$ cat src/tcp_pkg.sv
package tcp_pkg;

	// ----------------------------------------
	// Header field types
	// ----------------------------------------
	typedef logic [31:0] tcp_seq_t;
	typedef logic [15:0] tcp_len_t;
	typedef logic [15:0] tcp_port_t;
	typedef logic [15:0] tcp_win_t;
	// URG ACK PSH RST SYN FIN, bit 5 down to 0
	typedef logic [5:0]  tcp_flags_t;
	// Header length in 32-bit words
	typedef logic [3:0]  tcp_hlen_t;

	// Connection states, passive open only
	typedef enum logic [2:0] {
		LISTEN,
		SYN_RCVD,
		ESTABLISHED,
		CLOSE_WAIT,
		LAST_ACK,
		CLOSED
	} tcp_state_e;

	// Flag bit positions
	localparam int FLAG_FIN = 0;
	localparam int FLAG_SYN = 1;
	localparam int FLAG_RST = 2;
	localparam int FLAG_PSH = 3;
	localparam int FLAG_ACK = 4;

	// Reply flag codes
	localparam tcp_flags_t FLAGS_SYN_ACK = 6'h12;
	localparam tcp_flags_t FLAGS_ACK     = 6'h10;
	localparam tcp_flags_t FLAGS_PSH_ACK = 6'h18;
	localparam tcp_flags_t FLAGS_FIN_ACK = 6'h11;
	localparam tcp_flags_t FLAGS_RST_ACK = 6'h14;
	localparam tcp_flags_t FLAGS_RST     = 6'h04;

	// Server side constants
	localparam tcp_port_t LOCAL_PORT      = 16'd63256;
	localparam tcp_seq_t  TCP_ISS         = 32'd0;
	localparam tcp_hlen_t TCP_HEAD_LEN    = 4'd5;
	// Peer window must exceed this before data goes out
	localparam tcp_seq_t  SEND_WINDOW_MIN = 32'd25000;

endpackage

$ cat src/tcp_seg_if.sv
`timescale 1ns/1ps

interface tcp_seg_if import tcp_pkg::*; ();

	// Buffer occupied
	logic       full;
	// Latched header fields
	tcp_flags_t flags;
	tcp_seq_t   seq;
	tcp_seq_t   ack;
	tcp_len_t   len;
	tcp_win_t   win;
	tcp_port_t  src_port;
	// One-cycle consume pulse from the controller
	logic       consume;

	modport latch (output full, flags, seq, ack, len, win, src_port, input consume);

	modport ctrl (input full, flags, seq, ack, len, win, src_port, output consume);

	// Window tracking only needs ack and window
	modport pacer (input full, ack, win, consume);

endinterface

$ cat src/tcp_conn_ctrl.sv
`timescale 1ns/1ps

module tcp_conn_ctrl import tcp_pkg::*; (
	input  logic        clk,
	input  logic        rst_n,

	tcp_seg_if.ctrl     seg,

	// From pacer and transmit side
	input  logic        wdat_start_i,
	input  logic        wdat_lock_i,
	input  logic        tcp_wdat_stop_i,
	input  logic        trnsmt_busy_i,
	input  tcp_len_t    ram_dat_len_i,

	// Outgoing header
	output logic        cmd_start_o,
	output tcp_flags_t  tcp_flags_o,
	output tcp_seq_t    tcp_seq_num_o,
	output tcp_seq_t    tcp_ack_num_o,
	output tcp_port_t   tcp_dest_port_o,
	output tcp_len_t    tcp_data_len_o,

	// Status
	output tcp_seq_t    snd_seq_o,
	output logic        established_o,
	output logic        listen_o,
	output tcp_flags_t  rcv_flags_o,
	output tcp_seq_t    rcv_ack_num_o
);

	tcp_state_e state;

	logic syn_ev;
	logic ack_ev;
	logic fin_ev;
	logic rst_ev;
	logic psh_ev;

	logic listen_syn;
	logic listen_ack;
	logic data_ack;
	logic est_fin;
	logic wdat_stop;

	// ----------------------------------------
	// Consume and event decode
	// ----------------------------------------
	// Wait while a reply or data start is due, or tx busy
	always_ff @(posedge clk or negedge rst_n)
	begin
		if (!rst_n)
			seg.consume <= 1'b0;
		else if (seg.consume)
			seg.consume <= 1'b0;
		else if (seg.full && !cmd_start_o && !wdat_start_i && !trnsmt_busy_i &&
			state != CLOSE_WAIT)
			seg.consume <= 1'b1;
	end

	assign syn_ev = seg.consume && seg.flags[FLAG_SYN];
	assign ack_ev = seg.consume && seg.flags[FLAG_ACK];
	assign fin_ev = seg.consume && seg.flags[FLAG_FIN];
	assign rst_ev = seg.consume && seg.flags[FLAG_RST];
	assign psh_ev = seg.consume && seg.flags[FLAG_PSH];

	// Qualified per state
	assign listen_syn = syn_ev && !ack_ev && state == LISTEN;
	assign listen_ack = ack_ev && state == LISTEN;
	assign data_ack   = psh_ev && ack_ev && !fin_ev && !rst_ev && state == ESTABLISHED;
	assign est_fin    = fin_ev && state == ESTABLISHED;
	// Data packet finished
	assign wdat_stop  = tcp_wdat_stop_i && wdat_lock_i;

	// ----------------------------------------
	// Connection FSM
	// ----------------------------------------
	always_ff @(posedge clk or negedge rst_n)
	begin
		if (!rst_n)
			state <= LISTEN;
		else
		begin
			case (state)
				LISTEN:
					if (listen_syn)
						state <= SYN_RCVD;
				SYN_RCVD:
					if (rst_ev)
						state <= LISTEN;
					else if (syn_ev)
						state <= CLOSED;
					else if (ack_ev)
						state <= ESTABLISHED;
				ESTABLISHED:
					if (rst_ev)
						state <= CLOSED;
					else if (fin_ev)
						state <= CLOSE_WAIT;
				// FIN+ACK goes out from here
				CLOSE_WAIT:
					state <= LAST_ACK;
				LAST_ACK:
					if (rst_ev || ack_ev)
						state <= CLOSED;
				CLOSED:
					state <= LISTEN;
				default:
					state <= LISTEN;
			endcase
		end
	end

	// Header-only reply start, one cycle after its cause
	always_ff @(posedge clk or negedge rst_n)
	begin
		if (!rst_n)
			cmd_start_o <= 1'b0;
		else if (cmd_start_o)
			cmd_start_o <= 1'b0;
		else if (listen_syn || listen_ack || data_ack || state == CLOSE_WAIT)
			cmd_start_o <= 1'b1;
	end

	// ----------------------------------------
	// Outgoing header registers
	// ----------------------------------------
	always_ff @(posedge clk or negedge rst_n)
	begin
		if (!rst_n)
			tcp_flags_o <= '0;
		else if (listen_ack)
			tcp_flags_o <= FLAGS_RST_ACK;
		else if (listen_syn)
			tcp_flags_o <= FLAGS_SYN_ACK;
		else if (wdat_start_i)
			tcp_flags_o <= FLAGS_PSH_ACK;
		else if (data_ack)
			tcp_flags_o <= FLAGS_ACK;
		else if (state == CLOSE_WAIT)
			tcp_flags_o <= FLAGS_FIN_ACK;
	end

	// Send sequence number
	always_ff @(posedge clk or negedge rst_n)
	begin
		if (!rst_n)
			tcp_seq_num_o <= TCP_ISS;
		else if (listen_ack)
			tcp_seq_num_o <= seg.ack;
		else if (listen_syn)
			tcp_seq_num_o <= TCP_ISS;
		else if (ack_ev && state == SYN_RCVD)
			tcp_seq_num_o <= tcp_seq_num_o + 32'd1;
		else if (wdat_stop && state == ESTABLISHED)
			tcp_seq_num_o <= tcp_seq_num_o + {16'd0, ram_dat_len_i};
	end

	// Acknowledge number
	always_ff @(posedge clk or negedge rst_n)
	begin
		if (!rst_n)
			tcp_ack_num_o <= '0;
		else if (listen_ack)
			tcp_ack_num_o <= seg.seq;
		else if (listen_syn || est_fin)
			tcp_ack_num_o <= seg.seq + 32'd1;
		else if (data_ack)
			tcp_ack_num_o <= seg.seq + {16'd0, seg.len};
	end

	// Payload length, zero for control replies
	always_ff @(posedge clk or negedge rst_n)
	begin
		if (!rst_n)
			tcp_data_len_o <= '0;
		else if (wdat_start_i)
			tcp_data_len_o <= ram_dat_len_i;
		else if (listen_syn || listen_ack || data_ack || est_fin)
			tcp_data_len_o <= '0;
	end

	// Peer port, taken whenever no connection owns it
	always_ff @(posedge clk or negedge rst_n)
	begin
		if (!rst_n)
			tcp_dest_port_o <= '0;
		else if (listen_syn || listen_ack)
			tcp_dest_port_o <= seg.src_port;
	end

	// Status outputs
	assign snd_seq_o     = tcp_seq_num_o;
	assign established_o = state == ESTABLISHED;
	assign listen_o      = state == LISTEN;
	assign rcv_flags_o   = seg.flags;
	assign rcv_ack_num_o = seg.ack;

	// Reply and data packet never share a cycle
	a_one_start: assert property (
		@(posedge clk) disable iff (!rst_n)
		!(cmd_start_o && wdat_start_i)
	) else $error("reply and data start together");

endmodule

$ cat src/tcp_seg_latch.sv
`timescale 1ns/1ps

module tcp_seg_latch import tcp_pkg::*; (
	input  logic        clk,
	input  logic        rst_n,

	// Offered segment
	input  logic        seg_valid_i,
	input  tcp_port_t   seg_src_port_i,
	input  tcp_flags_t  seg_flags_i,
	input  tcp_seq_t    seg_seq_i,
	input  tcp_seq_t    seg_ack_i,
	input  tcp_len_t    seg_len_i,
	input  tcp_win_t    seg_win_i,
	output logic        seg_rd_o,

	// Held segment towards controller and pacer
	tcp_seg_if.latch    seg
);

	logic take;

	// ----------------------------------------
	// Accept only into an empty buffer
	// ----------------------------------------
	assign take     = seg_valid_i && !seg.full;
	// Read strobe back to the source, same cycle
	assign seg_rd_o = take;

	// Occupancy flag
	always_ff @(posedge clk or negedge rst_n)
	begin
		if (!rst_n)
			seg.full <= 1'b0;
		else if (take)
			seg.full <= 1'b1;
		else if (seg.consume)
			seg.full <= 1'b0;
	end

	// Header fields, loaded on accept
	always_ff @(posedge clk)
	begin
		if (take)
		begin
			seg.flags    <= seg_flags_i;
			seg.seq      <= seg_seq_i;
			seg.ack      <= seg_ack_i;
			seg.len      <= seg_len_i;
			seg.win      <= seg_win_i;
			seg.src_port <= seg_src_port_i;
		end
	end

	// ----------------------------------------
	// Checks
	// ----------------------------------------
	// Controller consumes only a held segment
	a_consume_when_full: assert property (
		@(posedge clk) disable iff (!rst_n)
		seg.consume |-> seg.full
	) else $error("segment consumed while buffer empty");

endmodule

$ cat src/tcp_send_pacer.sv
`timescale 1ns/1ps

module tcp_send_pacer import tcp_pkg::*; (
	input  logic      clk,
	input  logic      rst_n,

	// Held segment, window fields only
	tcp_seg_if.pacer  seg,

	// From controller
	input  tcp_seq_t  snd_seq_i,
	input  logic      established_i,
	input  logic      cmd_start_i,

	// Transmit side
	input  logic      data_rdy_i,
	input  logic      trnsmt_busy_i,
	input  logic      tcp_wdat_stop_i,

	output logic      wdat_start_o,
	output logic      wdat_lock_o
);

	tcp_seq_t eff_win;
	logic     send_ok;

	// ----------------------------------------
	// Effective peer window
	// ----------------------------------------
	// Right edge of peer window minus our next seq
	always_ff @(posedge clk or negedge rst_n)
	begin
		if (!rst_n)
			eff_win <= '0;
		else if (!established_i)
			eff_win <= '0;
		else if (seg.consume)
			eff_win <= seg.ack + {16'd0, seg.win} - snd_seq_i;
	end

	// All send conditions in one term
	assign send_ok = established_i && data_rdy_i && !trnsmt_busy_i && !seg.full &&
		!cmd_start_i && !wdat_lock_o && (eff_win > SEND_WINDOW_MIN);

	// ----------------------------------------
	// Start pulse and lock
	// ----------------------------------------
	always_ff @(posedge clk or negedge rst_n)
	begin
		if (!rst_n)
			wdat_start_o <= 1'b0;
		else if (wdat_start_o)
			wdat_start_o <= 1'b0;
		else if (send_ok)
			wdat_start_o <= 1'b1;
	end

	// Held until the encoder reports the packet done
	always_ff @(posedge clk or negedge rst_n)
	begin
		if (!rst_n)
			wdat_lock_o <= 1'b0;
		else if (!established_i || tcp_wdat_stop_i)
			wdat_lock_o <= 1'b0;
		else if (wdat_start_o)
			wdat_lock_o <= 1'b1;
	end

	// One packet in flight at a time
	a_no_start_locked: assert property (
		@(posedge clk) disable iff (!rst_n)
		wdat_lock_o |-> !wdat_start_o
	) else $error("data start while send lock held");

endmodule

$ cat src/tcp_server_top.sv
`timescale 1ns/1ps

module tcp_server_top import tcp_pkg::*; (
	input  logic        clk,
	input  logic        rst_n,

	// Received segment
	input  logic        seg_valid_i,
	input  tcp_port_t   seg_src_port_i,
	input  tcp_flags_t  seg_flags_i,
	input  tcp_seq_t    seg_seq_i,
	input  tcp_seq_t    seg_ack_i,
	input  tcp_len_t    seg_len_i,
	input  tcp_win_t    seg_win_i,
	output logic        seg_rd_o,

	// Transmit buffer and encoder
	input  logic        data_rdy_i,
	input  tcp_len_t    ram_dat_len_i,
	input  logic        trnsmt_busy_i,
	input  logic        tcp_wdat_stop_i,

	// Outgoing header
	output logic        ctrl_cmd_start_o,
	output logic        tcp_wdat_start_o,
	output tcp_flags_t  tcp_flags_o,
	output tcp_seq_t    tcp_seq_num_o,
	output tcp_seq_t    tcp_ack_num_o,
	output tcp_port_t   tcp_dest_port_o,
	output tcp_port_t   tcp_source_port_o,
	output tcp_hlen_t   tcp_head_len_o,
	output tcp_len_t    tcp_data_len_o,

	// Status
	output logic        tcp_state_listen_o,
	output logic        tcp_state_estblsh_o,
	output tcp_flags_t  rcv_flags_o,
	output tcp_seq_t    rcv_ack_num_o,
	output logic        tcp_new_pckt_rcv_o
);

	logic     wdat_lock;
	tcp_seq_t snd_seq;

	tcp_seg_if seg_bus ();

	// ----------------------------------------
	// Segment buffer and send pacing
	// ----------------------------------------
	tcp_seg_latch u_seg_latch (
		.clk            (clk),
		.rst_n          (rst_n),
		.seg_valid_i    (seg_valid_i),
		.seg_src_port_i (seg_src_port_i),
		.seg_flags_i    (seg_flags_i),
		.seg_seq_i      (seg_seq_i),
		.seg_ack_i      (seg_ack_i),
		.seg_len_i      (seg_len_i),
		.seg_win_i      (seg_win_i),
		.seg_rd_o       (seg_rd_o),
		.seg            (seg_bus.latch)
	);

	tcp_send_pacer u_send_pacer (
		.clk             (clk),
		.rst_n           (rst_n),
		.seg             (seg_bus.pacer),
		.snd_seq_i       (snd_seq),
		.established_i   (tcp_state_estblsh_o),
		.cmd_start_i     (ctrl_cmd_start_o),
		.data_rdy_i      (data_rdy_i),
		.trnsmt_busy_i   (trnsmt_busy_i),
		.tcp_wdat_stop_i (tcp_wdat_stop_i),
		.wdat_start_o    (tcp_wdat_start_o),
		.wdat_lock_o     (wdat_lock)
	);

	// Connection FSM and header
	tcp_conn_ctrl u_conn_ctrl (
		.clk             (clk),
		.rst_n           (rst_n),
		.seg             (seg_bus.ctrl),
		.wdat_start_i    (tcp_wdat_start_o),
		.wdat_lock_i     (wdat_lock),
		.tcp_wdat_stop_i (tcp_wdat_stop_i),
		.trnsmt_busy_i   (trnsmt_busy_i),
		.ram_dat_len_i   (ram_dat_len_i),
		.cmd_start_o     (ctrl_cmd_start_o),
		.tcp_flags_o     (tcp_flags_o),
		.tcp_seq_num_o   (tcp_seq_num_o),
		.tcp_ack_num_o   (tcp_ack_num_o),
		.tcp_dest_port_o (tcp_dest_port_o),
		.tcp_data_len_o  (tcp_data_len_o),
		.snd_seq_o       (snd_seq),
		.established_o   (tcp_state_estblsh_o),
		.listen_o        (tcp_state_listen_o),
		.rcv_flags_o     (rcv_flags_o),
		.rcv_ack_num_o   (rcv_ack_num_o)
	);

	// Fixed header fields
	assign tcp_source_port_o  = LOCAL_PORT;
	assign tcp_head_len_o     = TCP_HEAD_LEN;
	assign tcp_new_pckt_rcv_o = seg_bus.consume;

endmodule

$ cat config.mk
export PLATFORM = sky130hd
export DESIGN_NAME = tcp_server_top
export DESIGN_NICKNAME = d
export VERILOG_FILES = /design/src/tcp_pkg.sv /design/src/tcp_seg_if.sv /design/src/tcp_conn_ctrl.sv /design/src/tcp_seg_latch.sv /design/src/tcp_send_pacer.sv /design/src/tcp_server_top.sv
export SDC_FILE = /design/constraint.sdc
export NUM_CORES = 1
export LEC_CHECK = 0
export BUFFER_PORTS_ARGS = -buffer_cell sky130_fd_sc_hd__buf_2
export CORE_MARGIN = 4
export CORE_UTILIZATION = 31
export CTS_BUF_LIST = sky130_fd_sc_hd__clkbuf_4 sky130_fd_sc_hd__clkbuf_8 sky130_fd_sc_hd__clkbuf_16
export DETAILED_ROUTE_END_ITERATION = 12
export PLACE_DENSITY = 0.5
export REMOVE_ABC_BUFFERS = 1
export SLEW_MARGIN = 20
export SYNTH_ARGS = -nofsm -noshare
export SYNTH_HDL_FRONTEND = slang
export SYNTH_SLANG_ARGS = --single-unit
export TNS_END_PERCENT = 10
$ cat constraint.sdc
create_clock -name clk -period 11.9 [get_ports clk]
set_input_delay 0 -clock clk [delete_from_list [all_inputs] [get_ports clk]]
set_output_delay 0 -clock clk [all_outputs]
set_load 0.03 [all_outputs]
# ---- Yosys cells after proc, flatten, opt, wreduce, memory -nomap -nowiden
# Cells that the tools add are included.
dict set report totals {
  regBits 260
  output_inout_bits 166
}
dict set report classes {
  n_mux 34
  reduce_logical 51
  n_lt_le_gt_ge 1
  n_addsub 6
  eq_ne 10
}
# operator n
set op_table {}
lappend op_table {{32-bit 2-to-1 mux} 9}
lappend op_table {{32-bit by 16-bit adder with 32-bit output} 3}
lappend op_table {{32-bit by 1-bit adder with 32-bit output, second input constant} 2}
lappend op_table {{32-bit by 15-bit > comparator with 1-bit output, second input constant} 1}
lappend op_table {{16-bit 2-to-1 mux} 2}
lappend op_table {{32-bit subtractor} 1}
lappend op_table {{6-bit 2-to-1 mux} 5}
lappend op_table {{1-bit logical AND} 27}
lappend op_table {{3-bit 2-to-1 mux} 7}
lappend op_table {{3-bit case mux with 5 select lines} 1}
lappend op_table {{1-bit 2-to-1 mux} 10}
lappend op_table {{1-bit logical NOT} 9}
lappend op_table {{1-bit logical OR} 7}
lappend op_table {{3-bit by 2-bit == test with 1-bit output, second input constant} 2}
lappend op_table {{2-bit by 1-bit != test with 1-bit output, second input constant} 3}
lappend op_table {{2-bit nonzero test} 3}
lappend op_table {{5-bit nonzero test} 1}
lappend op_table {{4-bit by 1-bit != test with 1-bit output, second input constant} 1}
lappend op_table {{4-bit AND reduction} 1}
lappend op_table {{4-bit nonzero test} 1}
lappend op_table {{3-bit by 1-bit == test with 1-bit output, second input constant} 1}
lappend op_table {{3-bit == test, second input constant} 1}
lappend op_table {{3-bit logical NOT} 1}
lappend op_table {{3-bit by 1-bit != test with 1-bit output, second input constant} 1}
lappend op_table {{other kinds (2)} 2}

# ---- Depth between registers and ports, before layout
dict set report depth {
  depth_word 9
  mapped_depth 17
  ltp_nobuf 15
}

# ---- Modules after synthesis
# Synthesis repeated with hierarchy kept, for this count alone.
dict set report hier_totals {
  hier_cells 1462
  area_unflattened_um2 15149.5
}
# module seq_area_each_um2 area_each_um2 instances cells_each
set modules_own_cells {}
lappend modules_own_cells {tcp_conn_ctrl 2652.5 7300.8 1 821}
lappend modules_own_cells {tcp_send_pacer 850.8 4107.7 1 497}
lappend modules_own_cells {tcp_seg_latch 3568.4 3583.4 1 122}
lappend modules_own_cells {tcp_server_top 0.0 157.7 1 22}

# ---- Worst setup path after synthesis
# Ideal clock, no wire load.
dict set report synth_path {
  path_kind {reg2reg}
  start {reg u_seg_latch.seg.full}
  end {reg u_seg_latch.seg.ack[0] (enable)}
  n_path_buf 0
  setup_time_ps 631
  arrival_time_ps 6022
  path_slack_ps 5248
  path_stages_with_launch 2
  period_less_slack_ps 6652
  cell_sequence {dfrtp_1 > nor2b_1}
}
dict set report synth_via {
  elab_chain_len 2
}
# item line
set synth_lines {}
lappend synth_lines {{start, declared} tcp_seg_if.sv:17} ;# modport latch (output full, flags, seq, ack, len, win, src_port, input consume);
lappend synth_lines {{start signal, assigned} tcp_seg_latch.sv:34} ;# seg.full <= 1'b0;
lappend synth_lines {{start signal, assigned} tcp_seg_latch.sv:36} ;# seg.full <= 1'b1;
lappend synth_lines {{start signal, assigned} tcp_seg_latch.sv:38} ;# seg.full <= 1'b0;
lappend synth_lines {{1-bit logical NOT} tcp_seg_latch.sv:26} ;# assign take = seg_valid_i && !seg.full;
lappend synth_lines {{1-bit logical AND} tcp_seg_latch.sv:26}
lappend synth_lines {{via seg_rd_o} tcp_server_top.sv:15} ;# output logic seg_rd_o,
lappend synth_lines {{end signal, assigned} tcp_seg_latch.sv:48} ;# seg.ack <= seg_ack_i;
lappend synth_lines {{end, declared} tcp_seg_if.sv:17}
# The timed path passes the listed nets, and every way through them passes these cells.
# A chain may end at the register's enable or synchronous reset.

# ---- Worst setup path after layout
dict set report layout_path {
  start {reg u_conn_ctrl.state[0]}
  end {reg u_conn_ctrl.tcp_ack_num_o[23]}
}
dict set report layout_via {
  elab_chain_len 5
  elab_cells_between_ends 10
  cone_classes {eq/ne (1); mux (2); reduce/logical (7)}
}
# item line
set layout_lines {}
lappend layout_lines {{start, declared} tcp_conn_ctrl.sv:32} ;# tcp_state_e state;
lappend layout_lines {{start signal, assigned} tcp_conn_ctrl.sv:81} ;# state <= LISTEN;
lappend layout_lines {{start signal, assigned} tcp_conn_ctrl.sv:87} ;# state <= SYN_RCVD;
lappend layout_lines {{start signal, assigned} tcp_conn_ctrl.sv:90} ;# state <= LISTEN;
lappend layout_lines {{3-bit by 2-bit == test with 1-bit output / 3-bit logical NOT (equally long branches)} n/a}
lappend layout_lines {{1-bit logical AND, on equally long branches} {tcp_conn_ctrl.sv:71, tcp_conn_ctrl.sv:68}}
lappend layout_lines {{1-bit logical OR} tcp_conn_ctrl.sv:166} ;# else if (listen_syn || est_fin)
lappend layout_lines {{32-bit 2-to-1 mux} tcp_conn_ctrl.sv:166}
lappend layout_lines {{32-bit 2-to-1 mux} tcp_conn_ctrl.sv:164} ;# else if (listen_ack)
lappend layout_lines {{end signal, assigned} tcp_conn_ctrl.sv:165} ;# tcp_ack_num_o <= seg.seq;
lappend layout_lines {{end signal, assigned} tcp_conn_ctrl.sv:167} ;# tcp_ack_num_o <= seg.seq + 32'd1;
lappend layout_lines {{end signal, assigned} tcp_conn_ctrl.sv:169} ;# tcp_ack_num_o <= seg.seq + {16'd0, seg.len};
lappend layout_lines {{end, declared} tcp_conn_ctrl.sv:20} ;# output tcp_seq_t tcp_ack_num_o,
# Several ways; a longest one is shown, not always the timed one.

==> impl.org <==
** Clock tree
- At the later pin of the worst-skew pair, clock insertion delay measures approximately 0.55 ns.
- Post-CTS sizing :: 0
- Bufs on Longest Clock Path :: 3
- Clock Pin Slew Worst Setup and Hold Paths :: ~0.060 ns
- TritonCTS Buffers :: 35
- The clock net in this run drives a total of around 260 sinks.
- CTS tree :: built
- CTS built an H-tree with a depth of 2.
- In this run the clock root is driven by a clkbuf_16.

** Setup path
- Worst path arrival time :: between 4 and 5 ns
- Path depth of the worst reg2reg path :: 14
- Critical Path Fanout Max :: 16
- Required @ worst endpoint :: 12.28 ns
- Setup slack of the most critical reg-to-reg path :: ~7.7 ns
- The worst setup path is launched from a flip-flop.
- Critical Path Sink Type :: flip-flop
- Critical path start-end classification :: reg2reg
- In this run the critical register-to-register path is captured at u_conn_ctrl.tcp_ack_num_o[23]$_DFFE_PN0P_.
- In this run the critical register-to-register path is launched from u_conn_ctrl.state[0]$_DFFE_PN0P_.

** Min path
- The worst hold path belongs to the class in2reg.
- Min-Delay Endpoint :: u_seg_latch.seg.flags[1]$_DFFE_PP_
- In this run the most critical hold path is launched from seg_valid_i.
- Counting instances, the worst hold path has a depth of 2.

** Synth
- After synthesis, the cell types taking the most area are edfxtp_1 25%, dfrtp_1 25%, ha_1 6.9%.
- Number of synthesized register bits :: approximately 260
- Cell type contributing the most total cell area after synthesis :: edfxtp_1
- Sequential area share after synthesis :: about half
- Cell area after synthesis :: ~14,000 um^2
- Count of flip-flops with a built-in enable after synthesis :: ~120
- Top_reg_cell synth :: dfrtp_1
- Warnings from Yosys :: 0
- Post-synth cell types :: 80
- Area share of the largest cell type after synthesis :: approximately 25%
- Synthesized netlist cell count :: approximately 1,400
- Async S/R FF share, synth :: a little over half
- The average instance in the mapped netlist occupies ~10 um^2.

** Timing
- Worst Tran Pin Value :: ~1.1 ns
- Final critical path time including I/O delays and setup :: roughly 4.2 ns
- Final Hold Violating Endpoints :: 0
- The final count of pins violating max slew is 0.
- The worst pin sits at a relative slew slack of a little over a quarter.
- In the finished design, the share of the clock period the worst path needs comes to a little over a third.
- Sum of negative setup slack :: 0 ns
- Timing would allow up to 238 MHz.
- The clock arrives with approximately 0.016 ns of skew.
- Worst-case hold slack :: roughly 0.04 ns
- Unrepaired setup endpoints after global routing :: false
- Endpoints failing setup :: 0

** Routing
- The highest layer touched by signal routing is met5.
- The routed design uses roughly 22 mm of met2 wire.
- Routed via count divided by cell count :: between 4 and 5
- Routed wire length per instance :: 19.1 um
- Met3 WL post-DR :: 2.81 mm
- Sum of routed wire segments on met1 :: just over 20 mm
- Routed Wire Length :: 46.7 mm
- The final route contains around 12,000 vias.
- After detailed routing, the number of remaining DRC violations is 0.
- Before antenna repair, the detailed router went through 5 iterations.
- Remaining antenna violation count after routing :: 0
- After the first detailed-routing iteration, the DRC count stood at ~840.

** Final layout
- In the final layout, the multi-input gates occupy between 6000 and 7000 um^2.
- Area taken by flip-flops and latches :: 7070 um^2
- Compared with the post-synthesis result, the final layout area differs by 31.7%.
- Counting the fill cells in the layout gives ~4,400.
- The final layout contains between 2,000 and 2,500 nets.
- Fraction of layout cells with a size suffix above 1 :: a little over a fifth

** Power and ir drop
- Cell leakage power :: ~8.5 nW
- VDD sags by at most between 0.1 and 0.15 mV.
- Dividing total power by cell area gives a power density of about 270 nW/um^2.

** Global routing
- For this run, the total global-route usage over all layers was measured as around 19%.
- The number of antenna violations at the first check in global routing was 3.
- The via count of the first global-routing pass came to roughly 12,000.
- Maximum number of pins on one net before global-route repair :: 86
- After global routing the overflow that remains totals 0.
- The first global-routing pass estimated approximately 73 mm of wire.

** Die
- The die covers ~50,000 um^2.
- The floorplan has a little under 80 rows.
- The die is 223 um wide.
- For this design the top-level I/O count stands at 306.
- Effective utilization at floorplan :: about a third
- From bottom edge to top edge, the die measures between 200 and 250 um.
- Core box area :: ~46,000 um^2

** Flow run
- Max-cap violations in this run came to 0.

** Run status
- The flow ran to the end, and the final reports show no timing, DRC or antenna violations.

** Placed design
- Once detailed placement completed, the half-perimeter wirelength came to 33.7 mm.
- The congestion estimate from routability-driven global placement came to 0.912.
- Number of port buffers :: roughly 280
-- metrics by stage --
step | std cells | total power, W | cell area (um^2) | setup WS (ns) | util, %
floorplan | 1349 | 0.00326 | 14000 | 5.25 | -
global placement | 2242 | 0.00405 | 16300 | 7.88 | 35.8
detailed placement | 2242 | 0.00406 | 16300 | 7.75 | 35.8
CTS | 2444 | 0.00522 | 18900 | 7.71 | 41.4
global route | 2445 | 0.00556 | 18900 | 7.42 | 41.4
finish | 2445 | 0.00518 | 18900 | 7.70 | 41.4
-- worst max-delay path by stage --
stage | start | end | slack (ns) | depth (start not counted)
final | u_conn_ctrl.state[0]$_DFFE_PN0P_ | u_conn_ctrl.tcp_ack_num_o[23]$_DFFE_PN0P_ | 7.70 | 14
after global routing | u_conn_ctrl.state[0]$_DFFE_PN0P_ | u_conn_ctrl.tcp_ack_num_o[23]$_DFFE_PN0P_ | 7.42 | 14
after CTS | u_conn_ctrl.state[0]$_DFFE_PN0P_ | u_conn_ctrl.tcp_ack_num_o[23]$_DFFE_PN0P_ | 7.71 | 14
after detailed placement | u_conn_ctrl.state[0]$_DFFE_PN0P_ | u_conn_ctrl.tcp_ack_num_o[23]$_DFFE_PN0P_ | 7.75 | 14
after global placement | u_conn_ctrl.state[0]$_DFFE_PN0P_ | u_conn_ctrl.tcp_ack_num_o[23]$_DFFE_PN0P_ | 7.88 | 14
after floorplan | u_seg_latch.seg.full$_DFFE_PN0P_ | u_seg_latch.seg.ack[0]$_DFFE_PP_ | 5.25 | 1
-- cells in the final DEF (no fill, tap or decap), types with 19 or more instances in the layout --
master,count
clkbuf_16,35
nand3_1,26
inv_1,95
dfrtp_1,141
nor2_1,96
nand2_1,170
nor3_1,23
ha_1,79
conb_1,21
buf_2,283
edfxtp_1,118
a21oi_1,101
and2_1,19
a21o_1,28
o21ai_0,85
xnor2_1,49
dlygate4sd3_1,139
xor2_1,27
o21ai_1,25
-- power by group --
group | internal (W) | leakage, nW | switching (W) | total [W]
logic | 0.000954 | 4.96 | 0.00176 | 0.00271
registers | 0.00118 | 2.91 | 0.000195 | 0.00137
clock network | 0.000665 | 0.583 | 0.000426 | 0.00109
total | 0.00280 | 8.46 | 0.00238 | 0.00518
-- sequential cells by signal (all words and copies together) (netlist names) --
register and cells:
u_seg_latch.seg.win 16, u_seg_latch.seg.flags 6, u_seg_latch.seg.ack 32, u_send_pacer.eff_win 32
u_conn_ctrl.tcp_data_len_o 16, u_seg_latch.seg.full 1, u_conn_ctrl.tcp_dest_port_o 16, u_send_pacer.wdat_start_o 1
u_conn_ctrl.state 3, u_seg_latch.seg.src_port 16, u_conn_ctrl.seg.consume 1, u_send_pacer.wdat_lock_o 1
u_conn_ctrl.cmd_start_o 1, u_conn_ctrl.snd_seq_o 32, u_conn_ctrl.tcp_flags_o 5, u_seg_latch.seg.seq 32
u_conn_ctrl.tcp_ack_num_o 32, u_seg_latch.seg.len 16
-- cell type report --
type                    count  area share [%]
multi-input cells         994            35.1
flip-flops and latches    259            37.4
diodes                      1          0.0132
inverters                  96            1.91
clock inverters            17            1.17
well taps                 600            3.97
repair buffers            432            15.3
clock buffers              46            5.11
-- logic make-up (layout without fill, tap and decap cells) --
logic type,after synthesis,after routing,share of synthesized area (%)
and+or+nand+nor,429,429,14.4
AOI/OAI and AO/OA,357,357,16.0
DFF,259,259,49.3
buffers and inverters,168,591,5.18
adders and majority gates,97,97,9.41
xor gates and xnor gates,76,76,4.64
muxes,14,14,0.977
other,2,22,0.0524
-- what timing repair did --
action                    CTS  global route
hold buffers              139             0
hold endpoints to repair  221             0
buffers inserted            0             0
-- synth_stat cells, types with 11 or more instances --
library cell / count
fa_1: 18
nor4_1: 12
nor3_1: 23
a22o_1: 17
nor2_1: 96
ha_1: 79
o21ai_1: 25
nor2b_1: 17
clkbuf_1: 36
xnor2_1: 49
a31oi_1: 16
and2_1: 19
a211oi_1: 12
a21oi_1: 101
nand4_1: 11
buf_4: 26
nand2b_1: 12
mux2i_1: 14
dfrtp_1: 141
a21o_1: 28
nand2_1: 170
o21ai_0: 85
xor2_1: 27
nand3_1: 26
edfxtp_1: 118
inv_1: 95
-- layer usage --
metal / global-route usage [%] / vias to the layer above
met5: 0 / -
met2: 31.2 / 324
met4: 5.53 / 4
li1: - / 5748
met1: 24.1 / 5751
met3: 3.92 / 73
-- critical path, stage by stage (launching register included) --
cell	delay, ns
dfrtp_1	0.49
nor3_2	0.42
nor3b_1	0.33
a21oi_1	0.11
buf_4	0.21
and2_1	0.20
ha_1	0.29
a211oi_1	0.28
o21ai_1	0.11
a21oi_1	0.44
o21ai_2	0.19
a311oi_4	0.59
nor2_1	0.11
xnor2_1	0.16
a21oi_1	0.09
No activity file was read; power rests on OpenSTA's default activity.
